## config.mk

```make
export PLATFORM = sky130hd
export DESIGN_NAME = icache_array
export DESIGN_NICKNAME = d
export VERILOG_FILES = /design/src/verilog/icache_addr_pkg.sv /design/src/verilog/icache_ctrl_pkg.sv /design/src/verilog/icache_array.sv
export VERILOG_INCLUDE_DIRS = /design/src /design/src/verilog
export SDC_FILE = /design/constraint.sdc
export NUM_CORES = 2
export LEC_CHECK = 0
export BUFFER_PORTS_ARGS = -buffer_cell sky130_fd_sc_hd__buf_2
export CORE_ASPECT_RATIO = 1.1
export CORE_MARGIN = 2
export CORE_UTILIZATION = 62
export CTS_BUF_LIST = sky130_fd_sc_hd__clkbuf_8
export DETAILED_ROUTE_END_ITERATION = 8
export PLACE_DENSITY = 0.79
export SLEW_MARGIN = 0
export SYNTH_ARGS = -nofsm -noshare
export SYNTH_HDL_FRONTEND = slang
export SYNTH_MEMORY_MAX_BITS = 65536
export SYNTH_SLANG_ARGS = --single-unit
```

## constraint.sdc

```tcl
create_clock -name clk_i -period 15.8 [get_ports clk_i]
set_input_delay 2.37 -clock clk_i [delete_from_list [all_inputs] [get_ports clk_i]]
set_output_delay 2.37 -clock clk_i [all_outputs]
set_load 0.01 [all_outputs]
```

## src/verilog/icache_settings.svh

```systemverilog
// Instruction cache geometry
`ifndef ICACHE_SETTINGS_SVH
`define ICACHE_SETTINGS_SVH

//////////////////////////////////////////////////
// Organization
//////////////////////////////////////////////////

`define ICACHE_SETS 16
`define ICACHE_WAYS 2

// One block carries four instructions
`define ICACHE_BLOCK_W 128
`define ICACHE_INSTR_W 32

//////////////////////////////////////////////////
// Address fields
//////////////////////////////////////////////////

`define ICACHE_ADDR_W 32
`define ICACHE_INDEX_W 4
`define ICACHE_WORD_SEL_W 2

// Two byte-offset bits sit below the word select
`define ICACHE_TAG_W (`ICACHE_ADDR_W - `ICACHE_INDEX_W - `ICACHE_WORD_SEL_W - 2)

`endif

```

## src/verilog/icache_addr_pkg.sv

```systemverilog
// Fetch address and block types
`default_nettype none

`include "icache_settings.svh"

package icache_addr_pkg;

  //////////////////////////////////////////////////
  // Fetch address
  //////////////////////////////////////////////////

  // Field layout, most significant first
  typedef struct packed {
    logic [`ICACHE_TAG_W-1:0]      tag;
    logic [`ICACHE_INDEX_W-1:0]    index;
    logic [`ICACHE_WORD_SEL_W-1:0] word_sel;
    logic [1:0]                    byte_off;
  } fetch_fields_s;

  // Ports move the raw word, the stages decode it through the fields
  typedef union packed {
    logic [`ICACHE_ADDR_W-1:0] raw;
    fetch_fields_s             fields;
  } fetch_addr_u;

  //////////////////////////////////////////////////
  // Cache block
  //////////////////////////////////////////////////

  // Word 0 holds the lowest instruction address
  typedef logic [`ICACHE_BLOCK_W/`ICACHE_INSTR_W-1:0][`ICACHE_INSTR_W-1:0] block_t;

endpackage

`default_nettype wire

```

## src/verilog/icache_ctrl_pkg.sv

```systemverilog
// Miss control types
`default_nettype none

`include "icache_settings.svh"

package icache_ctrl_pkg;

  //////////////////////////////////////////////////
  // Miss state machine
  //////////////////////////////////////////////////

  // e_ready   serves requests from the pipeline
  // e_miss    waits for the block fill
  // e_recover re-reads the arrays after the fill
  typedef enum logic [1:0] {
    e_ready,
    e_miss,
    e_recover
  } miss_state_e;

  //////////////////////////////////////////////////
  // Way selection
  //////////////////////////////////////////////////

  // Encoded way number
  typedef logic [$clog2(`ICACHE_WAYS)-1:0] way_t;

  // One bit per way, used for hit and valid vectors
  typedef logic [`ICACHE_WAYS-1:0] way_vec_t;

endpackage

`default_nettype wire

```

## src/verilog/icache_array.sv

```systemverilog
// Tag, valid and data storage
`default_nettype none
`timescale 1ns/10ps

`include "icache_settings.svh"

module icache_array (
  input  logic                                         clk_i,
  input  logic                                         reset_i,
  input  logic                                         rd_v_i,
  input  logic [`ICACHE_INDEX_W-1:0]                   rd_index_i,
  input  logic                                         wr_v_i,
  input  icache_ctrl_pkg::way_t                        wr_way_i,
  input  logic [`ICACHE_INDEX_W-1:0]                   wr_index_i,
  input  logic [`ICACHE_TAG_W-1:0]                     wr_tag_i,
  input  icache_addr_pkg::block_t                      wr_data_i,
  output logic [`ICACHE_WAYS-1:0][`ICACHE_TAG_W-1:0]   tag_o,
  output icache_ctrl_pkg::way_vec_t                    valid_o,
  output icache_addr_pkg::block_t [`ICACHE_WAYS-1:0]   data_o
);

  logic [`ICACHE_TAG_W-1:0]                tag_mem [`ICACHE_WAYS][`ICACHE_SETS];
  icache_addr_pkg::block_t                 data_mem [`ICACHE_WAYS][`ICACHE_SETS];
  logic [`ICACHE_WAYS-1:0][`ICACHE_SETS-1:0] valid_r;

  //////////////////////////////////////////////////
  // Storage
  //////////////////////////////////////////////////

  // Fill writes a whole block and its tag into one way
  always_ff @(posedge clk_i)
  begin
    if (wr_v_i)
    begin
      tag_mem[wr_way_i][wr_index_i]  <= wr_tag_i;
      data_mem[wr_way_i][wr_index_i] <= wr_data_i;
    end
  end

  //////////////////////////////////////////////////
  // Read port
  //////////////////////////////////////////////////

  // Output register keeps the last read until the next one
  always_ff @(posedge clk_i)
  begin
    if (rd_v_i)
    begin
      for (int w = 0; w < `ICACHE_WAYS; w++)
      begin
        tag_o[w]  <= tag_mem[w][rd_index_i];
        data_o[w] <= data_mem[w][rd_index_i];
      end
    end
  end

  // Valid bits live in flops so reset empties the cache
  always_ff @(posedge clk_i)
  begin
    if (reset_i)
    begin
      valid_r <= '0;
      valid_o <= '0;
    end
    else
    begin
      if (wr_v_i)
        valid_r[wr_way_i][wr_index_i] <= 1'b1;
      if (rd_v_i)
      begin
        for (int w = 0; w < `ICACHE_WAYS; w++)
          valid_o[w] <= valid_r[w][rd_index_i];
      end
    end
  end

endmodule

`default_nettype wire

```

==> impl_metrics.py <==
metrics = {
    "status": {
        "run_status": "completed",
    },
    "setup_path": {
        "crit_path_cell_trace": "buf_12 -> buf_4 -> buf_12 -> buf_12 -> mux4_2 -> nor2b_1 -> a211oi_1 -> a21oi_1",
        "cp.required_ns": 16.72,
        "reg2reg_to": "data_o[8]$_DFFE_PP_",
        "start_kind": "input pin",
        "crit-reg2reg-launch": "data_mem[0][1416]$_DFFE_PP_",
        "crit_type": "input pin to flop",
        "worstRegToRegCells": 4,
        "critPathArrivalTime_ns": 6.42,
        "slowest_stage": "buf_12",
        "critPathTopFamily": "buffers and inverters",
        "path_max_fanout": 118,
        "critPathCaptureType": "flop",
        "path_depth": 8,
        "cp_num_buf_inv": 4,
        "slowest_delay_ns": 0.76,
        "reg2reg_slack_ns": 13.87,
        "crit_top_cell": "buf_12",
    },
    "timing": {
        "setup_tns_ns": 0,
        "fin_skew_ns": 0.05019,
        "slew_headroom_pct": 13.20,
        "min_period_over_period_pct": 34.78,
        "hold_viol": 0,
        "rsz0062_at_grt": "no",
        "timing.final.ws_setup_ns": 10.31,
        "slew_viol_final": 0,
        "tightest_slew_ns": 1.302,
        "fin_crit_ns": 5.495,
        "setup_viol_count_final": 0,
        "fmax_mhz": 182.0,
    },
    "grt": {
        "grt_pass1_wl_um": 661100,
        "grt_pass1_vias": 92660,
        "antenna_found_initial": 81,
        "grt_max_degree": 161,
        "grt_usage_pct": 29.68,
        "grt_overflow": 0,
    },
    "drt": {
        "route.vias.total": 90260,
        "drc_errors": 0,
        "ant_nets": 0,
        "dr.pass1.iters": 8,
        "vias_per_cell": 6.762,
        "first_iter_violations": 13580,
        "wl_um": 465400,
        "wire_per_inst_um": 34.87,
    },
    "clocking": {
        "clockBufferDepth": 4,
        "cts_max_level": 6,
        "clockRootBuffer": "clkbuf_8",
        "cts_resized": 0,
        "clkTransAtPathRegs_ns": 0.06,
        "cts_made_buffers": 752,
        "clkSinkCount": 5202,
        "clk_latency_ns": 1.24,
        "cts_tree": "built",
        "cts_setup_buffers": 0,
        "cts_hold_buf": 0,
    },
    "die": {
        "initial_utilization_pct": 62.15,
        "die_h_um": 589.6,
        "core_area_um2": 311000,
        "ios": 471,
        "die_x_um": 536.4,
        "dieArea_um2": 316200,
        "rows": 215,
    },
    "place": {
        "place.gp.congestion": 0.7617,
        "post-dp-hpwl_um": 231700,
        "dp_slack_ns": 9.042,
        "io_buffers": 470,
    },
    "logic_synthesis": {
        "synthCells": 7563,
        "yosys.area_share.adder_pct": 0,
        "synth_warnings": 0,
        "ys_seq_area_share_pct": 80.64,
        "syn_avg_cell_area_um2": 25.56,
        "synth_seq_cells": 5202,
        "synth_area_leaders": "edfxtp_1 80%, mux4_2 17%, mux2i_1 0.62%, a211oi_1 0.40%, clkbuf_1 0.38%",
        "synth_cell_types": 26,
        "yosysTopAreaCellShare_pct": 80.29,
        "synth_compound_area_share_pct": 0.6965,
        "syn-num-nets": 7728,
        "synth_top_cell_by_area": "edfxtp_1",
        "synth_top_family_by_area": "multiplexers",
        "synth-simple-area-share_pct": 0.6150,
        "synth.mux.area_fraction_pct": 17.13,
        "synth_xor_area_share_pct": 0,
        "synth_area_um2": 193300,
    },
    "cells_and_area": {
        "seq_area_um2": 155900,
        "final_nets": 8736,
        "multiInputGateArea_um2": 35880,
        "area_delta_synth_final_pct": 11.40,
        "drive_gt1_share_pct": 33.20,
        "fillers": 17380,
    },
    "pwr": {
        "p_per_area_nw_per_um2": 125.2,
        "p_leak_nw": 68.44,
        "total_power_mw": 26.97,
        "ir_worst_vdd_mv": 0.08635,
    },
    "min_path": {
        "hold_depth": 2,
        "min_from": "valid_r[6]$_SDFFE_PP0P_",
        "min_path_type": "flop to flop",
        "hold_end": "valid_r[6]$_SDFFE_PP0P_",
    },
    "job": {
        "maxCapViolCount": 0,
    },
}
-- Yosys cell counts --
cell and instances:
a211oi_1 103, a21oi_1 104, a22oi_1 6, and2_1 1, buf_1 21, buf_2 145, buf_4 5, buf_6 18
clkbuf_1 194, dfxtp_1 34, edfxtp_1 5168, mux2i_1 119, mux4_2 1417, nand2_1 7, nand2b_1 2, nand3_1 3
nand3b_1 1, nand4_1 2, nand4b_1 3, nand4bb_1 3, nor2_1 98, nor2b_1 105, nor3b_1 1, o211ai_1 1
or2_2 1, or4b_2 1
-- through the flow --
stage | hold slack (ns) | instance area [um^2] | utilization (%) | cells
finish | 0.4690 | 215300 | 69.24 | 13350
CTS | 0.4744 | 215200 | 69.20 | 13300
detailed placement | 0.4607 | 201000 | 64.63 | 11940
floorplan | 0.4396 | 193300 | - | 7563
global route | 0.4941 | 215300 | 69.22 | 13320
global placement | 0.4495 | 201000 | 64.63 | 11940
-- power by group --
part	switching (mW)	internal (mW)	total, mW
clock	5.07	5.13	10.2
combinational	0.720	0.510	1.23
sequential	0.109	15.4	15.5
total	5.90	21.1	27.0
-- layout by cell type, fill, tap and decap left out, types with 103 or more instances in the layout --
master / n
edfxtp_1: 5168
buf_4: 135
a21oi_1: 104
clkinv_2: 104
nor2b_1: 105
mux4_2: 1417
buf_2: 465
mux2i_1: 119
a211oi_1: 103
clkinv_1: 187
inv_1: 217
clkbuf_8: 760
-- sequential cells by signal, summed over array words and instances, names as in the netlist --
name	count
data_mem	4096
data_o	256
tag_mem	768
tag_o	48
valid_o	2
valid_r	32
-- cell type report --
type	instances	share of cell area, %
Sequential cell	5202	72.39
Tap cell	4123	2.396
Clock inverter	604	1.754
Antenna cell	44	0.05114
Clock buffer	760	4.858
Multi-Input combinational cell	1978	16.66
Timing Repair Buffer	637	1.886
-- cell families after synthesis --
| family | Yosys count |
|---|---|
| muxes | 1536 |
| and+or+nand+nor | 228 |
| DFF | 5202 |
| buffers and inverters | 383 |
| AOI/OAI and AO/OA | 214 |
-- worst min-delay path, cell delays in order (launching register included) --
cell     delay [ns]
dfxtp_1        0.33
nor2_1         0.05
nor2_1         0.06
-- how the worst max path moves through the flow --
stage / from / endpoint
floorplan: wr_index_i[1] / data_mem[0][1000]$_DFFE_PP_
global placement: rd_index_i[0] / data_o[40]$_DFFE_PP_
detailed placement: rd_index_i[0] / data_o[38]$_DFFE_PP_
CTS: rd_index_i[0] / data_o[172]$_DFFE_PP_
global route: rd_index_i[0] / data_o[39]$_DFFE_PP_
finish: rd_index_i[0] / data_o[172]$_DFFE_PP_
-- layer usage --
metal / track usage [%] / up-vias / routed length, um
met5: 0 / - / 227
li1: - / 35060 / -
met3: 6.521 / 856 / 57600
met1: 42.06 / 47870 / 162900
met2: 46.97 / 6438 / 229500
met4: 9.879 / 36 / 15190
Note: power is estimated with default switching activity, not from simulation.
