==> config.mk <==
export PLATFORM = sky130hd
export DESIGN_NAME = icache_tag_verify
export DESIGN_NICKNAME = d
export VERILOG_FILES = /design/src/verilog/icache_addr_pkg.sv /design/src/verilog/icache_ctrl_pkg.sv /design/src/verilog/icache_tag_verify.sv
export VERILOG_INCLUDE_DIRS = /design/src /design/src/verilog
export SDC_FILE = /design/constraint.sdc
export NUM_CORES = 1
export LEC_CHECK = 0
export BUFFER_PORTS_ARGS = -buffer_cell sky130_fd_sc_hd__buf_2
export CORE_AREA = 2 2 203 205
export CTS_CLUSTER_SIZE = 25
export DETAILED_ROUTE_END_ITERATION = 8
export DIE_AREA = 0 0 205 207
export PLACE_DENSITY = 0.69
export SLEW_MARGIN = 25
export SYNTH_ARGS = -nofsm -noshare
export SYNTH_HDL_FRONTEND = slang
export SYNTH_SLANG_ARGS = --single-unit
export TNS_END_PERCENT = 30
==> constraint.sdc <==
create_clock -name clk_i -period 31 [get_ports clk_i]
set_input_delay 6.2 -clock clk_i [delete_from_list [all_inputs] [get_ports clk_i]]
set_output_delay 6.2 -clock clk_i [all_outputs]
set_load 0.01 [all_outputs]
==> src/verilog/icache_settings.svh <==
// Instruction cache geometry
`ifndef ICACHE_SETTINGS_SVH
`define ICACHE_SETTINGS_SVH

//////////////////////////////////////////////////
// Organization
//////////////////////////////////////////////////

`define ICACHE_SETS 16
`define ICACHE_WAYS 2

// One block carries four instructions
`define ICACHE_BLOCK_W 128
`define ICACHE_INSTR_W 32

//////////////////////////////////////////////////
// Address fields
//////////////////////////////////////////////////

`define ICACHE_ADDR_W 32
`define ICACHE_INDEX_W 4
`define ICACHE_WORD_SEL_W 2

// Two byte-offset bits sit below the word select
`define ICACHE_TAG_W (`ICACHE_ADDR_W - `ICACHE_INDEX_W - `ICACHE_WORD_SEL_W - 2)

`endif

==> src/verilog/icache_addr_pkg.sv <==
// Fetch address and block types
`default_nettype none

`include "icache_settings.svh"

package icache_addr_pkg;

  //////////////////////////////////////////////////
  // Fetch address
  //////////////////////////////////////////////////

  // Field layout, most significant first
  typedef struct packed {
    logic [`ICACHE_TAG_W-1:0]      tag;
    logic [`ICACHE_INDEX_W-1:0]    index;
    logic [`ICACHE_WORD_SEL_W-1:0] word_sel;
    logic [1:0]                    byte_off;
  } fetch_fields_s;

  // Ports move the raw word, the stages decode it through the fields
  typedef union packed {
    logic [`ICACHE_ADDR_W-1:0] raw;
    fetch_fields_s             fields;
  } fetch_addr_u;

  //////////////////////////////////////////////////
  // Cache block
  //////////////////////////////////////////////////

  // Word 0 holds the lowest instruction address
  typedef logic [`ICACHE_BLOCK_W/`ICACHE_INSTR_W-1:0][`ICACHE_INSTR_W-1:0] block_t;

endpackage

`default_nettype wire

==> src/verilog/icache_ctrl_pkg.sv <==
// Miss control types
`default_nettype none

`include "icache_settings.svh"

package icache_ctrl_pkg;

  //////////////////////////////////////////////////
  // Miss state machine
  //////////////////////////////////////////////////

  // e_ready   serves requests from the pipeline
  // e_miss    waits for the block fill
  // e_recover re-reads the arrays after the fill
  typedef enum logic [1:0] {
    e_ready,
    e_miss,
    e_recover
  } miss_state_e;

  //////////////////////////////////////////////////
  // Way selection
  //////////////////////////////////////////////////

  // Encoded way number
  typedef logic [$clog2(`ICACHE_WAYS)-1:0] way_t;

  // One bit per way, used for hit and valid vectors
  typedef logic [`ICACHE_WAYS-1:0] way_vec_t;

endpackage

`default_nettype wire

==> src/verilog/icache_tag_verify.sv <==
// Tag verify stage and miss control
`default_nettype none
`timescale 1ns/10ps

`include "icache_settings.svh"

module icache_tag_verify (
  input  logic                                     clk_i,
  input  logic                                     reset_i,
  input  logic                                     tl_v_i,
  input  logic [`ICACHE_ADDR_W-1:0]                tl_addr_i,
  input  icache_ctrl_pkg::way_vec_t                hit_i,
  input  icache_addr_pkg::block_t [`ICACHE_WAYS-1:0] data_i,
  input  logic                                     yumi_i,
  input  logic                                     fill_v_i,
  input  icache_addr_pkg::block_t                  fill_data_i,
  output logic                                     tv_we_o,
  output icache_ctrl_pkg::miss_state_e             state_o,
  output logic [`ICACHE_INSTR_W-1:0]               data_o,
  output logic                                     data_v_o,
  output logic                                     miss_v_o,
  output logic [`ICACHE_ADDR_W-1:0]                miss_addr_o,
  output logic                                     wr_v_o,
  output icache_ctrl_pkg::way_t                    wr_way_o,
  output logic [`ICACHE_INDEX_W-1:0]               wr_index_o,
  output logic [`ICACHE_TAG_W-1:0]                 wr_tag_o,
  input  icache_ctrl_pkg::way_vec_t                valid_i,
  output logic [`ICACHE_INDEX_W-1:0]               tl_index_o
);

  icache_ctrl_pkg::miss_state_e               state_r;
  icache_ctrl_pkg::miss_state_e               state_n;
  icache_addr_pkg::fetch_addr_u               tl_addr;
  icache_addr_pkg::fetch_addr_u               tv_addr_r;
  icache_addr_pkg::fetch_addr_u               miss_addr;
  icache_addr_pkg::block_t [`ICACHE_WAYS-1:0] tv_data_r;
  icache_ctrl_pkg::way_vec_t                  tv_hit_r;
  icache_ctrl_pkg::way_t                      hit_way;
  icache_ctrl_pkg::way_t                      lru_way;
  icache_ctrl_pkg::way_t                      victim_n;
  icache_ctrl_pkg::way_t                      victim_r;
  logic [`ICACHE_SETS-1:0]                    lru_r;
  logic                                       tv_v_r;
  logic                                       is_ready;
  logic                                       tv_deq;

  assign tl_addr.raw = tl_addr_i;
  assign is_ready    = (state_r == icache_ctrl_pkg::e_ready);

  //////////////////////////////////////////////////
  // Stage handshake
  //////////////////////////////////////////////////

  assign data_v_o = tv_v_r & is_ready & (|tv_hit_r);
  assign tv_deq   = data_v_o & yumi_i;
  assign tv_we_o  = tl_v_i & is_ready & (~tv_v_r | tv_deq);

  always_ff @(posedge clk_i)
  begin
    if (reset_i)
      tv_v_r <= 1'b0;
    else if (tv_we_o)
      tv_v_r <= 1'b1;
    else if (tv_deq)
      tv_v_r <= 1'b0;
  end

  // The fill turns a pending miss into a hit on the victim way
  always_ff @(posedge clk_i)
  begin
    if (tv_we_o)
    begin
      tv_addr_r.raw <= tl_addr_i;
      tv_hit_r      <= hit_i;
      tv_data_r     <= data_i;
      if (!(|hit_i))
        victim_r <= victim_n;
    end
    else if (wr_v_o)
    begin
      tv_hit_r            <= icache_ctrl_pkg::way_vec_t'(1) << victim_r;
      tv_data_r[victim_r] <= fill_data_i;
    end
  end

  //////////////////////////////////////////////////
  // Instruction select
  //////////////////////////////////////////////////

  always_comb
  begin
    hit_way = '0;
    for (int w = 0; w < `ICACHE_WAYS; w++)
      if (tv_hit_r[w])
        hit_way = icache_ctrl_pkg::way_t'(w);
  end

  assign data_o = tv_data_r[hit_way][tv_addr_r.fields.word_sel];

  //////////////////////////////////////////////////
  // Replacement
  //////////////////////////////////////////////////

  // Each bit names the least recently used way of its set
  always_ff @(posedge clk_i)
  begin
    if (reset_i)
      lru_r <= '0;
    else if (tv_deq)
      lru_r[tv_addr_r.fields.index] <= ~hit_way;
  end

  // Forward a same-set update that lands on this edge, then prefer a free way
  always_comb
  begin
    if (tv_deq && (tv_addr_r.fields.index == tl_addr.fields.index))
      lru_way = ~hit_way;
    else
      lru_way = lru_r[tl_addr.fields.index];
    victim_n = lru_way;
    for (int w = `ICACHE_WAYS - 1; w >= 0; w--)
      if (!valid_i[w])
        victim_n = icache_ctrl_pkg::way_t'(w);
  end

  //////////////////////////////////////////////////
  // Miss state machine
  //////////////////////////////////////////////////

  always_comb
  begin
    case (state_r)
      icache_ctrl_pkg::e_ready:
        state_n = (tv_we_o && !(|hit_i)) ? icache_ctrl_pkg::e_miss : icache_ctrl_pkg::e_ready;
      icache_ctrl_pkg::e_miss:
        state_n = fill_v_i ? icache_ctrl_pkg::e_recover : icache_ctrl_pkg::e_miss;
      default:
        state_n = icache_ctrl_pkg::e_ready;
    endcase
  end

  always_ff @(posedge clk_i)
  begin
    if (reset_i)
      state_r <= icache_ctrl_pkg::e_ready;
    else
      state_r <= state_n;
  end

  assign state_o  = state_r;
  assign miss_v_o = (state_r == icache_ctrl_pkg::e_miss);

  // Block-aligned request address
  always_comb
  begin
    miss_addr                 = tv_addr_r;
    miss_addr.fields.word_sel = '0;
    miss_addr.fields.byte_off = '0;
  end

  assign miss_addr_o = miss_addr.raw;

  // Fill write into the chosen way
  assign wr_v_o     = fill_v_i & miss_v_o;
  assign wr_way_o   = victim_r;
  assign wr_index_o = tv_addr_r.fields.index;
  assign wr_tag_o   = tv_addr_r.fields.tag;

  // Recover re-reads the TL set when an entry waits there, else the TV set
  assign tl_index_o = tl_v_i ? tl_addr.fields.index : tv_addr_r.fields.index;

endmodule

`default_nettype wire

==> results.ini <==
[setup_path]
cp_slowest_cell=nand3_4
crit_path_max_fanout=47
criticalPathCategory=input pin to output pin
ff2ff_path_depth=8
cp_data_required_time_ps=24800
startpoint_type=input pin
cpMostUsedCell=buf_2
reg2reg_slack_ps=26100
cpPeakStageDelay_ps=660
path_cells=buf_2 -> nand4bb_1 -> o21ai_2 -> nand3_4 -> clkinv_1 -> buf_2
r2r-end=tv_data_r[136]
worstPathArrival_ps=8000
r2r-start=tv_hit_r[1]
critical_path.endpoint_type=output pin

[synthesis]
synth.ff_latch_count=308
synth_area_um2=17260
synth.top_cell.area_share=0.5028
syn_avg_cell_area_um2=13.35
synth-edff-count=289
yosysTopAreaCell=edfxtp_1
async_reset_ff_frac=0
yosysWarnings=0
yosysSeqAreaShare=0.5248
synth_flop_cell=edfxtp_1
syn-instance-count=1293
yosys-top-cells-area=edfxtp_1 (50%), mux4_2 (8.5%), mux2i_1 (8.0%), mux2_2 (6.3%), mux2_4 (6.0%)
ys_types=42

[route]
drt_first_pass_iters=5
vias=11353
drtIter0Drc=613
via_per_inst=4.964
wl_um=43580
ant_nets=0
avgRoutedWirePerCell_um=19.05
drc_errors=0

[run]
drv_cap=0

[worst_hold_path]
hold_path.class=flip-flop to flip-flop
hp-start=lru_r[15]
hold_end=lru_r[15]
hold_depth=2

[layout]
instances_no_fill=2287
layout_common_cells=buf_2 (521), edfxtp_1 (289), mux2i_1 (138)
fillerInstances=3490
final_common_cell=buf_2
area_delta_synth_final_pct=21.04
multiInputGateArea_um2=6838
final_nets=2147
drive_gt1_frac=0.4719
seqCellArea_um2=9059
utilization=0.5176

[global_route]
antenna_found_initial=12
grt_overflow=0
grt_max_degree=96
grt_pass1_vias=11387
grt.total_usage=0.2012
grt_first_pass_wirelength_um=64700

[clocking]
cts_setup_buffers=0
clock_latency_ps=530
cts_resized=0
numCtsBuffers=34
hold_buffers=0
htreeDepth=2
cts_tree=done
clock_path_buffers=3
cts_root_buf=clkbuf_16
cts_sinks=308
clk_pin_slew_ps=60

[timing]
maxSlewViolCount=0
rsz0062_at_grt=false
timing.fmax_mhz=70.43
slew_headroom=0.3304
tightest_slew_ps=1004
finalSetupViolCount=0
finClkSkew_ps=19.37
min_period_ps=14200
finalCritPeriodShare=0.4580
fin_tns_setup_ps=0
hold_viol=0
hold_ws_ps=483.2

[placed_design]
dp.cells=2218
port_buffers=521
gp_congestion=0.8421
dpl.hpwl_um=31350

[die]
ios=528
rows=74
core-area_um2=40370
die_x_um=205
initial_utilization=0.4276
die_h_um=207
die_area_um2=42440

[power_and_ir_drop]
leakagePower_nw=9.485
ir_drop_mv=0.03225
powerDensity_nw_per_um2=52.42
power_mw=1.095

[run_status]
status=completed

## Yosys cell counts (5+ instances only)
library cell / number
mux4_2: 65
buf_4: 72
mux2_4: 69
dfxtp_1: 19
nor3_1: 5
buf_2: 18
nand2_1: 133
clkbuf_1: 45
mux2_2: 96
nor2b_1: 132
a21oi_1: 14
inv_1: 132
mux2i_1: 138
nand2b_1: 5
edfxtp_1: 289
a311oi_1: 12
buf_6: 9
## flip-flops by register name, indices dropped and copies added, names as in the netlist
signal and cells:
lru_r 16, state_o 2, tv_addr_r 30, tv_data_r 256, tv_hit_r 2, tv_v_r 1
wr_way_o 1
## where the power goes
group,switching (mW),leakage (nW),internal [mW],total (mW)
sequential,0.0104,2.97,0.500,0.511
clock,0.162,0.533,0.233,0.395
combinational,0.0929,5.99,0.0964,0.189
total,0.265,9.49,0.830,1.10
## final cells by class
cell class              instances  area share
diodes                          9    0.001078
multi-input cells             709      0.3273
well taps                     532     0.03186
clock buffers                  42     0.04521
flip-flops and latches        308      0.4336
repair buffers                537      0.1305
inverters                     132     0.02371
clock inverters                18    0.006767
## per-stage QoR
| step | cell area, um^2 | worst slack, ps |
|---|---|---|
| 2_1_floorplan | 17270 | 14970 |
| 3_5_place_dp | 19790 | 16770 |
| 6_report | 20890 | 16800 |
| 3_3_place_gp | 19790 | 16820 |
| 4_1_cts | 20870 | 16770 |
| 5_1_grt | 20890 | 16660 |
## routing by layer
layer | up-vias | global-route usage | wire, um
li1 | 5394 | - | -
met1 | 5467 | 0.2394 | 16980
met2 | 407 | 0.3530 | 22430
met3 | 79 | 0.05192 | 3046
met4 | 6 | 0.06549 | 1100
met5 | - | 0 | 29
## worst max-delay path: cells and delay by family
kind / cells / cell delay, ps
buf+inv: 3 / 430
compound gates: 1 / 350
simple gates: 2 / 1010
## how the worst max path moves through the flow
| stage | from | endpoint | slack [ps] |
|---|---|---|---|
| finish | yumi_i | tv_we_o | 16800 |
| global route | yumi_i | tv_we_o | 16660 |
| CTS | yumi_i | tv_we_o | 16770 |
| detailed placement | yumi_i | tv_we_o | 16770 |
| global placement | yumi_i | tv_we_o | 16820 |
| floorplan | fill_v_i | tv_data_r[0] | 14970 |
## cells by family (layout without fill, tap and decap cells)
| group | after synthesis | in the layout | share of synthesized area |
|---|---|---|---|
| AND/OR/NAND/NOR | 297 | 297 | 0.08952 |
| AO/OA/AOI/OAI | 36 | 36 | 0.01443 |
| other | 1 | 13 | 0.0002172 |
| buffers and inverters | 279 | 729 | 0.08155 |
| multiplexers | 368 | 368 | 0.2875 |
| flip-flops | 308 | 308 | 0.5248 |
| XOR/XNOR | 4 | 4 | 0.002029 |
(Power assumes the default switching activity.)
