--- config.mk ---
export PLATFORM = sky130hd
export DESIGN_NAME = icache_tag_lookup
export DESIGN_NICKNAME = d
export VERILOG_FILES = /design/src/verilog/icache_addr_pkg.sv /design/src/verilog/icache_ctrl_pkg.sv /design/src/verilog/icache_tag_lookup.sv
export VERILOG_INCLUDE_DIRS = /design/src /design/src/verilog
export SDC_FILE = /design/constraint.sdc
export NUM_CORES = 1
export LEC_CHECK = 0
export ABC_CLOCK_PERIOD_IN_PS = 2350
export BUFFER_PORTS_ARGS = -buffer_cell sky130_fd_sc_hd__clkbuf_2
export CORE_ASPECT_RATIO = 1.5
export CORE_UTILIZATION = 42
export DETAILED_ROUTE_END_ITERATION = 8
export HOLD_SLACK_MARGIN = 0.1
export PLACE_DENSITY = 0.85
export SLEW_MARGIN = 5
export SYNTH_ARGS = -nofsm -noshare
export SYNTH_HDL_FRONTEND = slang
export SYNTH_SLANG_ARGS = --single-unit
--- constraint.sdc ---
create_clock -name clk_i -period 2.35 [get_ports clk_i]
set_clock_uncertainty 0.1 [all_clocks]
set_input_delay 0.235 -clock clk_i [delete_from_list [all_inputs] [get_ports clk_i]]
set_output_delay 0.235 -clock clk_i [all_outputs]
set_load 0.005 [all_outputs]
--- src/verilog/icache_settings.svh ---
// Instruction cache geometry
`ifndef ICACHE_SETTINGS_SVH
`define ICACHE_SETTINGS_SVH

//////////////////////////////////////////////////
// Organization
//////////////////////////////////////////////////

`define ICACHE_SETS 16
`define ICACHE_WAYS 2

// One block carries four instructions
`define ICACHE_BLOCK_W 128
`define ICACHE_INSTR_W 32

//////////////////////////////////////////////////
// Address fields
//////////////////////////////////////////////////

`define ICACHE_ADDR_W 32
`define ICACHE_INDEX_W 4
`define ICACHE_WORD_SEL_W 2

// Two byte-offset bits sit below the word select
`define ICACHE_TAG_W (`ICACHE_ADDR_W - `ICACHE_INDEX_W - `ICACHE_WORD_SEL_W - 2)

`endif

--- src/verilog/icache_addr_pkg.sv ---
// Fetch address and block types
`default_nettype none

`include "icache_settings.svh"

package icache_addr_pkg;

  //////////////////////////////////////////////////
  // Fetch address
  //////////////////////////////////////////////////

  // Field layout, most significant first
  typedef struct packed {
    logic [`ICACHE_TAG_W-1:0]      tag;
    logic [`ICACHE_INDEX_W-1:0]    index;
    logic [`ICACHE_WORD_SEL_W-1:0] word_sel;
    logic [1:0]                    byte_off;
  } fetch_fields_s;

  // Ports move the raw word, the stages decode it through the fields
  typedef union packed {
    logic [`ICACHE_ADDR_W-1:0] raw;
    fetch_fields_s             fields;
  } fetch_addr_u;

  //////////////////////////////////////////////////
  // Cache block
  //////////////////////////////////////////////////

  // Word 0 holds the lowest instruction address
  typedef logic [`ICACHE_BLOCK_W/`ICACHE_INSTR_W-1:0][`ICACHE_INSTR_W-1:0] block_t;

endpackage

`default_nettype wire

--- src/verilog/icache_ctrl_pkg.sv ---
// Miss control types
`default_nettype none

`include "icache_settings.svh"

package icache_ctrl_pkg;

  //////////////////////////////////////////////////
  // Miss state machine
  //////////////////////////////////////////////////

  // e_ready   serves requests from the pipeline
  // e_miss    waits for the block fill
  // e_recover re-reads the arrays after the fill
  typedef enum logic [1:0] {
    e_ready,
    e_miss,
    e_recover
  } miss_state_e;

  //////////////////////////////////////////////////
  // Way selection
  //////////////////////////////////////////////////

  // Encoded way number
  typedef logic [$clog2(`ICACHE_WAYS)-1:0] way_t;

  // One bit per way, used for hit and valid vectors
  typedef logic [`ICACHE_WAYS-1:0] way_vec_t;

endpackage

`default_nettype wire

--- src/verilog/icache_tag_lookup.sv ---
// Tag lookup stage
`default_nettype none
`timescale 1ns/10ps

`include "icache_settings.svh"

module icache_tag_lookup (
  input  logic                                       clk_i,
  input  logic                                       reset_i,
  input  logic                                       tl_we_i,
  input  logic [`ICACHE_ADDR_W-1:0]                  fetch_addr_i,
  input  logic                                       tv_we_i,
  input  logic [`ICACHE_WAYS-1:0][`ICACHE_TAG_W-1:0] tag_i,
  input  icache_ctrl_pkg::way_vec_t                  valid_i,
  output logic                                       tl_v_o,
  output logic [`ICACHE_ADDR_W-1:0]                  tl_addr_o,
  output icache_ctrl_pkg::way_vec_t                  hit_o
);

  icache_addr_pkg::fetch_addr_u tl_addr_r;
  logic                         tl_v_r;

  //////////////////////////////////////////////////
  // Stage register
  //////////////////////////////////////////////////

  // A new load wins over TV taking the old entry
  always_ff @(posedge clk_i)
  begin
    if (reset_i)
      tl_v_r <= 1'b0;
    else if (tl_we_i)
      tl_v_r <= 1'b1;
    else if (tv_we_i)
      tl_v_r <= 1'b0;
  end

  always_ff @(posedge clk_i)
  begin
    if (tl_we_i)
      tl_addr_r.raw <= fetch_addr_i;
  end

  assign tl_v_o    = tl_v_r;
  assign tl_addr_o = tl_addr_r.raw;

  //////////////////////////////////////////////////
  // Tag compare
  //////////////////////////////////////////////////

  // Array outputs belong to this entry's set in every cycle TV can load
  always_comb
  begin
    for (int w = 0; w < `ICACHE_WAYS; w++)
      hit_o[w] = valid_i[w] & (tag_i[w] == tl_addr_r.fields.tag);
  end

endmodule

`default_nettype wire

==> Flow_metrics.wiki, run 1 <==
{| class="wikitable"
! Metric !! Value
|-
| Dominant cells by area after synthesis || sky130_fd_sc_hd__edfxtp_1 63%, sky130_fd_sc_hd__xor2_1 17%, sky130_fd_sc_hd__xnor2_1 10%, sky130_fd_sc_hd__nor4_1 2.5%, sky130_fd_sc_hd__nand4_1 1.6%
|-
| Syn Area/Cell || 15.01 um2
|-
| RSZ-0062 raised after global routing || false
|-
| Startpoint Class || flop
|-
| Startpoint of the lowest-slack hold path || tv_we_i
|-
| Max-slew violation total from the final report || 0
|-
| Gate count after technology mapping || 102
|-
| Top-level port count || 121
|-
| Delay contributed by the slowest stage of the critical path || 0.49 ns
|-
| Number of detailed-route iterations in the first pass || 4
|-
| Net count after synthesis || 188
|-
| Final-layout setup total negative slack || 0 ns
|-
| Final setup violating endpoints || 0
|-
| Maximum number of pins on one net before global-route repair || 34
|-
| Reg-to-reg critical path startpoint || tl_v_o
|-
| Die Outline Area || 0.003897 mm2
|-
| Hold violation count in the final report || 0
|-
| Initial antenna violation count || 0
|-
| Total cell area at the placement stage || 0.002185 mm2
|-
| Dominant register cell in the synthesized netlist || sky130_fd_sc_hd__edfxtp_1
|-
| Clock root cell || sky130_fd_sc_hd__clkbuf_8
|-
| Post-route ant nets || 0
|-
| Number of max-cap violations || 0
|-
| Fill cell instance count of the final layout || 240
|-
| Max Freq || 448.7 MHz
|-
| Sequential share of the synthesized area || 0.6405
|-
| Final routed wire length divided by cell count || 14.64 um
|-
| Post-synth EDFFs || 32
|-
| CP max FO || 3
|-
| CTS sink cnt || 33
|-
| Crit path cell chain || xor2_1 > nor4_1 > nand3_1 > nor4_2 > clkbuf_2
|-
| Most frequent cells after synthesis || 32 x sky130_fd_sc_hd__edfxtp_1, 30 x sky130_fd_sc_hd__xor2_1, 18 x sky130_fd_sc_hd__xnor2_1
|-
| Yosys reg bits || 33
|-
| Post-synthesis async set-or-reset flop share || 0
|-
| Vias in the first global route || 1481
|-
| Mapped cell area || 0.001531 mm2
|-
| Total vias in the final route || 1398
|-
| Global-route met1 utilization || 0.2259
|-
| Met3 capacity usage during global routing || 0.07028
|-
| Core region area || 0.003448 mm2
|-
| Weighted congestion at the end of routability-driven global placement || 0.8310
|-
| Classification of the worst-slack hold path || in2reg
|-
| Net count of the finished layout || 348
|-
| Library cells used by synthesis || 12
|-
| Initial Util || 0.4441
|-
| Count of instances resized after the clock tree is built || 0
|-
| Most used standard cell by instance count after synthesis || sky130_fd_sc_hd__edfxtp_1
|-
| Fin crit period || 2.229 ns
|-
| Outcome || finished clean
|-
| Site Rows || 26
|-
| Bufs and invs on worst path || 1
|-
| Most area-hungry cell type in the Yosys netlist || sky130_fd_sc_hd__edfxtp_1
|-
| CP startpoint || tl_addr_o[28]
|-
| Final global-route overflow total || 0
|-
| Kind of capture point of the worst setup path || output port
|-
| Worst IR drop on VDD || 549.4 uV
|-
| Die outline width || 51.31 um
|-
| Static Leakage || 0.001185 uW
|-
| Number of H-tree levels || 2
|-
| Max stage delay cell, worst path || sky130_fd_sc_hd__edfxtp_1
|-
| Global routing's busiest layer || met2
|-
| Flip-flop and latch area || 980.9 um2
|-
| Area added between synthesis and finish || 69.85%
|-
| Overall routing resource usage || 0.2351
|-
| Later-pin clock latency in the skew report || 0.28 ns
|-
| Data required time of the worst path || 2.02 ns
|-
| Cell type group with the largest total delay on the critical path || simple AND/OR/NAND/NOR gates
|-
| Clock tree from TritonCTS || yes
|-
| Number of setup buffers added after CTS || 0
|-
| Measured slew at the worst slew-check pin || 0.8457 ns
|-
| Routed wire length || 4464 um
|-
| Post-route cell area || 0.002601 mm2
|-
| Half-perimeter wire length after placement || 3041 um
|-
| Worst slew margin || 0.4362
|-
| Ratio of routed vias to standard cells || 4.584
|-
| Register clock-pin slew on the reported worst setup and hold paths || 0.07 ns
|-
| Count of antenna diodes in the layout || 0
|-
| Yosys Warn Count || 0
|-
| Total power per unit cell area || 547.7 mW/mm2
|-
| Number of buffers added on ports || 120
|-
| Arrival @ worst endpoint || 1.89 ns
|-
| Final critical-path share of the clock period || 0.9484
|-
| First-pass GRT wire length || 6520 um
|-
| WS Path Type || reg2out
|-
| Vertical die dimension || 75.96 um
|-
| Detailed router's first-iteration violation count || 35
|-
| Fraction of layout instances using a drive strength above 1 || 0.4943
|-
| Combined area of the multi-input logic cells || 546.8 um2
|-
| Drt drc || 0
|-
| Clock buffers created by TritonCTS || 5
|-
| Fraction of met2 tracks used by global routing || 0.4500
|-
| Top-area cell type share of the netlist area || 0.6275
|-
| CTS Buffer Depth || 2
|}
[final timing paths]
path,end,slack [ns],depth (start not counted)
min reg2reg,tl_v_o,0.49,2
min,tl_v_o,0.19,4
max,hit_o[1],0.12,5
max reg2reg,tl_v_o,1.56,2
[through the flow]
step / utilization / power, uW / setup slack, ns / cells / hold WS (ns)
4_1_cts: 0.7544 / 1432 / 0.1470 / 305 / 0.1284
2_1_floorplan: - / 834.9 / 0.8080 / 102 / 0.2074
3_3_place_gp: 0.6335 / 978.0 / 0.5354 / 264 / 0.2906
6_report: 0.7544 / 1425 / 0.1213 / 305 / 0.1939
5_1_grt: 0.7544 / 1488 / 0.08788 / 305 / 0.1991
3_5_place_dp: 0.6335 / 983.6 / 0.4659 / 264 / 0.2983
[cells in the final DEF (no fill, tap or decap), types with 2 or more instances in the layout]
master and n:
sky130_fd_sc_hd__nor3_1 2, sky130_fd_sc_hd__clkbuf_2 120, sky130_fd_sc_hd__nor4_1 6, sky130_fd_sc_hd__clkbuf_8 5
sky130_fd_sc_hd__xor2_1 30, sky130_fd_sc_hd__xnor2_1 18, sky130_fd_sc_hd__nand3_1 4, sky130_fd_sc_hd__clkinv_2 2
sky130_fd_sc_hd__nor4_2 2, sky130_fd_sc_hd__edfxtp_1 32, sky130_fd_sc_hd__dlygate4sd3_1 33, sky130_fd_sc_hd__nand4_1 4
[report_power, final]
part	internal, uW	total [uW]	switching (uW)
Combinational	169	278	109
Clock	204	405	201
Sequential	700	742	42.1
[worst min-delay path, stage by stage]
cell,delay [ns]
sky130_fd_sc_hd__clkbuf_2,0.08
sky130_fd_sc_hd__inv_1,0.05
sky130_fd_sc_hd__a21oi_1,0.07
sky130_fd_sc_hd__nor2_1,0.10
[metal layers]
layer | up-vias | wire length (um)
li1 | 689 | -
met1 | 630 | 1500
met2 | 71 | 2566
met3 | 8 | 314
met4 | 0 | 82
met5 | - | 0
[cells by family after synthesis]
logic type             synth area share
buffers and inverters          0.002449
AND/OR/NAND/NOR                 0.07924
flip-flops                       0.6405
XOR/XNOR                         0.2745
AO/OA/AOI/OAI                  0.003265
[area by class of cell]
| cell class | count | area share |
|---|---|---|
| flip-flops and latches | 33 | 0.3771 |
| clock buffers | 5 | 0.02646 |
| multi-input cells | 68 | 0.2102 |
| inverters | 1 | 0.001443 |
| repair buffers | 153 | 0.3579 |
| clock inverters | 3 | 0.006734 |
| well taps | 42 | 0.02020 |
[what timing repair did]
item	4_1_cts	5_1_grt
hold buffers	33	0
setup endpoints to repair	0	0
hold endpoints to repair	33	0
[flip-flops by register name, indices dropped and copies added, names as in the netlist]
register / cells
tl_addr_o: 32
tl_v_o: 1
(Power assumes the default switching activity.)
==> run 2: changes to the inputs <==
Settings changed: PLACE_DENSITY 0.85 to default, PLACE_DENSITY_LB_ADDON from default to 0.1.
==> Flow_metrics.wiki, run 2 (synthesized netlist as in run 1, its figures left out) <==
{| class="wikitable"
! Metric !! Value
|-
| Clock tree from TritonCTS || yes
|-
| Static Leakage || 0.001183 uW
|-
| Count of placed standard cells in the final layout, fillers left out || 305
|-
| Vias in the first global route || 1596
|-
| WS Path Type || reg2out
|-
| Maximum number of pins on one net before global-route repair || 34
|-
| Largest register FFs || 32
|-
| Initial antenna violation count || 0
|-
| Later-pin clock latency in the skew report || 0.28 ns
|-
| Classification of the worst-slack hold path || in2reg
|-
| Number of detailed-route iterations in the first pass || 4
|-
| Overall routing resource usage || 0.2317
|-
| Total power per unit cell area || 548.8 mW/mm2
|-
| Hold violation count in the final report || 0
|-
| Max Freq || 489.4 MHz
|-
| Fraction of layout instances using a drive strength above 1 || 0.4867
|-
| Data required time of the worst path || 2.02 ns
|-
| Drt drc || 0
|-
| Final routed wire length divided by cell count || 14.03 um
|-
| Clock root cell || sky130_fd_sc_hd__clkbuf_8
|-
| Clock buffers created by TritonCTS || 5
|-
| Outcome || finished clean
|-
| Crit path cell chain || xor2_1 > nor4_1 > nand3_1 > nor4_2 > clkbuf_2
|-
| Length of routed met3 wiring || 369 um
|-
| Final-layout setup total negative slack || 0 ns
|-
| Startpoint Class || flop
|-
| Number of buffers added on ports || 120
|-
| Delay contributed by the slowest stage of the critical path || 0.46 ns
|-
| Core region area || 0.003448 mm2
|-
| Post-route ant nets || 0
|-
| Ratio of routed vias to standard cells || 4.630
|-
| Final setup violating endpoints || 0
|-
| Die outline width || 51.31 um
|-
| Number of max-cap violations || 0
|-
| Net count of the finished layout || 348
|-
| Max-slew violation total from the final report || 0
|-
| CP max FO || 3
|-
| Detailed route wirelength on metal2 || 2350 um
|-
| Worst IR drop on VDD || 595.1 uV
|-
| Most frequent cells in the layout || 120 x sky130_fd_sc_hd__clkbuf_2, 33 x sky130_fd_sc_hd__dlygate4sd3_1, 32 x sky130_fd_sc_hd__edfxtp_1
|-
| CTS Buffer Depth || 2
|-
| Fin crit period || 2.043 ns
|-
| Count of antenna diodes in the layout || 0
|-
| Detailed router's first-iteration violation count || 18
|-
| First-pass GRT wire length || 6603 um
|-
| Register clock-pin slew on the reported worst setup and hold paths || 0.07 ns
|-
| Arrival @ worst endpoint || 1.71 ns
|-
| Kind of capture point of the worst setup path || output port
|-
| Routed wire length || 4279 um
|-
| Post-route worst setup slack || 0.3068 ns
|-
| Area added between synthesis and finish || 69.53%
|-
| Half-perimeter wire length after placement || 2997 um
|-
| Die Outline Area || 0.003897 mm2
|-
| Number of cells after detailed placement || 264
|-
| Measured slew at the worst slew-check pin || 0.8087 ns
|-
| Site Rows || 26
|-
| Routed metal-1 wirelength || 1471 um
|-
| Worst slew margin || 0.4609
|-
| Top-level port count || 121
|-
| Cell type group with the largest total delay on the critical path || simple AND/OR/NAND/NOR gates
|-
| Most common cell after layout, fill and taps aside || sky130_fd_sc_hd__clkbuf_2
|-
| Max layer used || met4
|-
| Bufs and invs on worst path || 1
|-
| Total vias in the final route || 1412
|-
| RSZ-0062 raised after global routing || false
|-
| Placement Setup Slack || 0.6174 ns
|-
| Sum of internal, switching and leakage power || 1425 uW
|-
| CTS sink cnt || 33
|-
| Number of H-tree levels || 2
|-
| Max stage delay cell, worst path || sky130_fd_sc_hd__edfxtp_1
|-
| Final critical-path share of the clock period || 0.8694
|-
| Vertical die dimension || 75.96 um
|-
| Initial Util || 0.4441
|-
| Final global-route overflow total || 0
|-
| Fill cell instance count of the final layout || 244
|-
| Weighted congestion at the end of routability-driven global placement || 0.7721
|}
[run 2: cell types whose count changed in the layout (fill, tap and decap cells not counted), sizes merged]
cell,previous run,this run
clkinvlp,1,0
clkinv,2,1
clkbuf,125,127
[run 2: area by class of cell]
type	count	area (um2)	area share
inverters	1	3.754	0.001446
repair buffers	153	930.9	0.3586
flip-flops and latches	33	980.9	0.3778
multi-input cells	68	546.8	0.2106
clock buffers	7	76.32	0.02940
clock inverters	1	5.005	0.001928
well taps	42	52.55	0.02024
[run 2: path summary, 6_finish.rpt]
| check | start | to | slack (ns) | cells after the start |
|---|---|---|---|---|
| worst max register to register | tl_v_o | tl_v_o | 1.63 | 2 |
| worst max-delay path | tl_addr_o[28] | hit_o[1] | 0.31 | 5 |
| worst min-delay path | tv_we_i | tl_v_o | 0.17 | 4 |
| worst min register to register | tl_v_o | tl_v_o | 0.41 | 2 |
[run 2: worst register-to-register path, cell delays in order (launching register included)]
cell and delay (ns):
sky130_fd_sc_hd__dfxtp_1 0.31, sky130_fd_sc_hd__a21oi_1 0.14, sky130_fd_sc_hd__nor2_1 0.06
[run 2: timing repair]
action | in CTS | in global routing
hold endpoints to repair | 33 | 0
hold buffers | 33 | 0
setup buffers | 0 | 0
resized for setup | 0 | 0
[run 2: power breakdown]
| group | leakage, uW | switching (uW) | internal [uW] | total [uW] |
|---|---|---|---|---|
| combinational | 0.000820 | 109 | 169 | 278 |
| sequential | 0.000322 | 40.3 | 700 | 740 |
| clock | 0.0000422 | 200 | 208 | 407 |
| total | 0.00118 | 349 | 1080 | 1420 |
[run 2: routing by layer]
layer | track usage | vias up
met1 | 0.2165 | 634
met3 | 0.08233 | 9
li1 | - | 687
met2 | 0.4355 | 82
met5 | 0 | -
met4 | 0.08649 | 0
[run 2: stage by stage]
step | hold WS [ns] | instance area, um2 | utilization
finish | 0.1743 | 2596 | 0.7529
global route | 0.1795 | 2596 | 0.7529
CTS | 0.1519 | 2596 | 0.7529
detailed placement | 0.2965 | 2185 | 0.6335
global placement | 0.2924 | 2185 | 0.6335
floorplan | 0.2074 | 1531 | -
==> run 3: changes to the inputs <==
==> constraint.sdc (replaced) <==
create_clock -name clk_i -period 2.35 [get_ports clk_i]
set_clock_uncertainty 0.1 [all_clocks]
set_input_delay 0.1175 -clock clk_i [delete_from_list [all_inputs] [get_ports clk_i]]
set_output_delay 0.1175 -clock clk_i [all_outputs]
set_load 0.005 [all_outputs]
==> Flow_metrics.wiki, run 3 (synthesized netlist as in run 1, its figures left out) <==
{| class="wikitable"
! Metric !! Value
|-
| Delay contributed by the slowest stage of the critical path || 0.46 ns
|-
| Power share of the sequential group || 0.518
|-
| Reg-to-reg critical path startpoint || tl_v_o
|-
| Count of antenna diodes in the layout || 0
|-
| Net switching share of the total power || 0.2458
|-
| Net count of the finished layout || 349
|-
| Ratio of routed vias to standard cells || 4.660
|-
| Fill cell instance count of the final layout || 244
|-
| Die outline width || 51.31 um
|-
| Routed wire length || 4381 um
|-
| Vertical die dimension || 75.96 um
|-
| Bufs and invs on worst path || 1
|-
| Overall routing resource usage || 0.2388
|-
| Number of H-tree levels || 2
|-
| Largest register FFs || 32
|-
| Hold violation count in the final report || 0
|-
| Final setup violating endpoints || 0
|-
| Final global-route overflow total || 0
|-
| Kind of capture point of the worst setup path || output port
|-
| Startpoint Class || flop
|-
| Worst slew margin || 0.4521
|-
| Core region area || 0.003448 mm2
|-
| Maximum number of pins on one net before global-route repair || 34
|-
| CTS sink cnt || 33
|-
| Portion of total power attributed to the clock network || 0.285
|-
| Post-route ant nets || 0
|-
| Later-pin clock latency in the skew report || 0.28 ns
|-
| Setup slack on the worst flop-to-flop path || 1.05 ns
|-
| Cell type group with the largest total delay on the critical path || simple AND/OR/NAND/NOR gates
|-
| Detailed router's first-iteration violation count || 23
|-
| Classification of the worst-slack hold path || in2reg
|-
| Number of detailed-route iterations in the first pass || 4
|-
| Part of the total power dissipated in combinational logic || 0.196
|-
| Area added between synthesis and finish || 70.18%
|-
| Most frequent cells in the layout || 120 x sky130_fd_sc_hd__clkbuf_2, 34 x sky130_fd_sc_hd__dlygate4sd3_1, 32 x sky130_fd_sc_hd__edfxtp_1
|-
| Post-Route Hold Slack || 0.4443 ns
|-
| Weighted congestion at the end of routability-driven global placement || 0.7721
|-
| Clock root cell || sky130_fd_sc_hd__clkbuf_8
|-
| Fin crit period || 1.935 ns
|-
| Number of max-cap violations || 0
|-
| Max Freq || 516.8 MHz
|-
| CP max FO || 3
|-
| Max stage delay cell, worst path || sky130_fd_sc_hd__edfxtp_1
|-
| Fraction of layout instances using a drive strength above 1 || 0.4848
|-
| Top-level port count || 121
|-
| Half-perimeter wire length after placement || 2997 um
|-
| Count of placed standard cells in the final layout, fillers left out || 306
|-
| First-pass GRT wire length || 6762 um
|-
| Measured slew at the worst slew-check pin || 0.8219 ns
|-
| Worst IR drop on VDD || 594.0 uV
|-
| Final critical-path share of the clock period || 0.8233
|-
| Die Outline Area || 0.003897 mm2
|-
| Initial antenna violation count || 0
|-
| Crit path cell chain || xor2_1 > nor4_1 > nand3_1 > nor4_2 > clkbuf_2
|-
| WS Path Type || reg2out
|-
| Site Rows || 26
|-
| Register clock-pin slew on the reported worst setup and hold paths || 0.07 ns
|-
| Number of cells after detailed placement || 264
|-
| Number of buffers added on ports || 120
|-
| Crit. path cell count || 5
|-
| Clock tree from TritonCTS || yes
|-
| Reg-to-Reg End || tl_v_o
|-
| Static Leakage || 0.001189 uW
|-
| RSZ-0062 raised after global routing || false
|-
| CTS Buffer Depth || 2
|-
| Total power per unit cell area || 547.9 mW/mm2
|-
| Total vias in the final route || 1426
|-
| Cell count of the worst reg-to-reg path || 3
|-
| Layout Utilization || 0.7558
|-
| Initial Util || 0.4441
|-
| Outcome || finished clean
|-
| Vias in the first global route || 1620
|-
| Data required time of the worst path || 2.13 ns
|-
| Net switching power || 351.0 uW
|-
| Number of setup buffers added after CTS || 0
|-
| CP startpoint || tl_addr_o[28]
|-
| Most common cell after layout, fill and taps aside || sky130_fd_sc_hd__clkbuf_2
|-
| Clock buffers created by TritonCTS || 5
|-
| Max-slew violation total from the final report || 0
|-
| Drt drc || 0
|-
| Final-layout setup total negative slack || 0 ns
|-
| Worst Setup EP || hit_o[1]
|-
| Internal Power || 1077 uW
|-
| Arrival @ worst endpoint || 1.72 ns
|-
| Final routed wire length divided by cell count || 14.32 um
|}
run 3: cell types whose count changed in the layout (fill, tap and decap cells not counted), sizes merged:
cell         previous run  this run
dlygate4sd3            33        34
run 3: how the worst min path moves through the flow:
stage                     start  cells after the start            end  slack, ns
2_1_floorplan           reset_i                      1         tl_v_o       0.09
3_3_place_gp            reset_i                      2         tl_v_o       0.17
3_5_place_dp            reset_i                      2         tl_v_o       0.18
4_1_cts        fetch_addr_i[28]                      2  tl_addr_o[28]       0.44
5_1_grt         fetch_addr_i[9]                      2   tl_addr_o[9]       0.45
6_report       fetch_addr_i[13]                      2  tl_addr_o[13]       0.44
run 3: stage by stage:
| step | setup slack [ns] | total power [uW] | area (um2) |
|---|---|---|---|
| finish | 0.4151 | 1428 | 2606 |
| global route | 0.2843 | 1487 | 2606 |
| CTS | 0.4260 | 1429 | 2606 |
| detailed placement | 0.7349 | 985.7 | 2185 |
| global placement | 0.7502 | 978.3 | 2185 |
| floorplan | 0.9255 | 834.9 | 1531 |
run 3: what timing repair did:
| item | CTS | global route |
|---|---|---|
| gates resized for setup | 0 | 0 |
| endpoints found under the hold margin | 33 | 0 |
| hold buffers | 34 | 0 |
| setup endpoints to repair | 0 | 0 |
run 3: final cells by class:
cell class | count | area [um2] | area share
Tap cell | 42 | 52.55 | 0.02016
Inverter | 1 | 3.754 | 0.001440
Timing Repair Buffer | 154 | 940.9 | 0.3610
Clock buffer | 7 | 76.32 | 0.02928
Clock inverter | 1 | 5.005 | 0.001920
Sequential cell | 33 | 980.9 | 0.3764
Multi-Input combinational cell | 68 | 546.8 | 0.2098
run 3: per-layer routing:
metal,track usage,vias up,wire [um]
met5,0,-,0
met3,0.08434,11,378
met4,0.09459,0,100
li1,-,689,-
met1,0.2261,640,1500
met2,0.4434,86,2402
run 3: power groups by stage:
stage | clock [uW] | combinational (uW) | sequential (uW)
5_1_grt | 436 | 307 | 745
3_3_place_gp | 0 | 230 | 748
3_5_place_dp | 0 | 234 | 752
4_1_cts | 409 | 280 | 740
2_1_floorplan | 0 | 82.2 | 753
6_report | 408 | 281 | 740
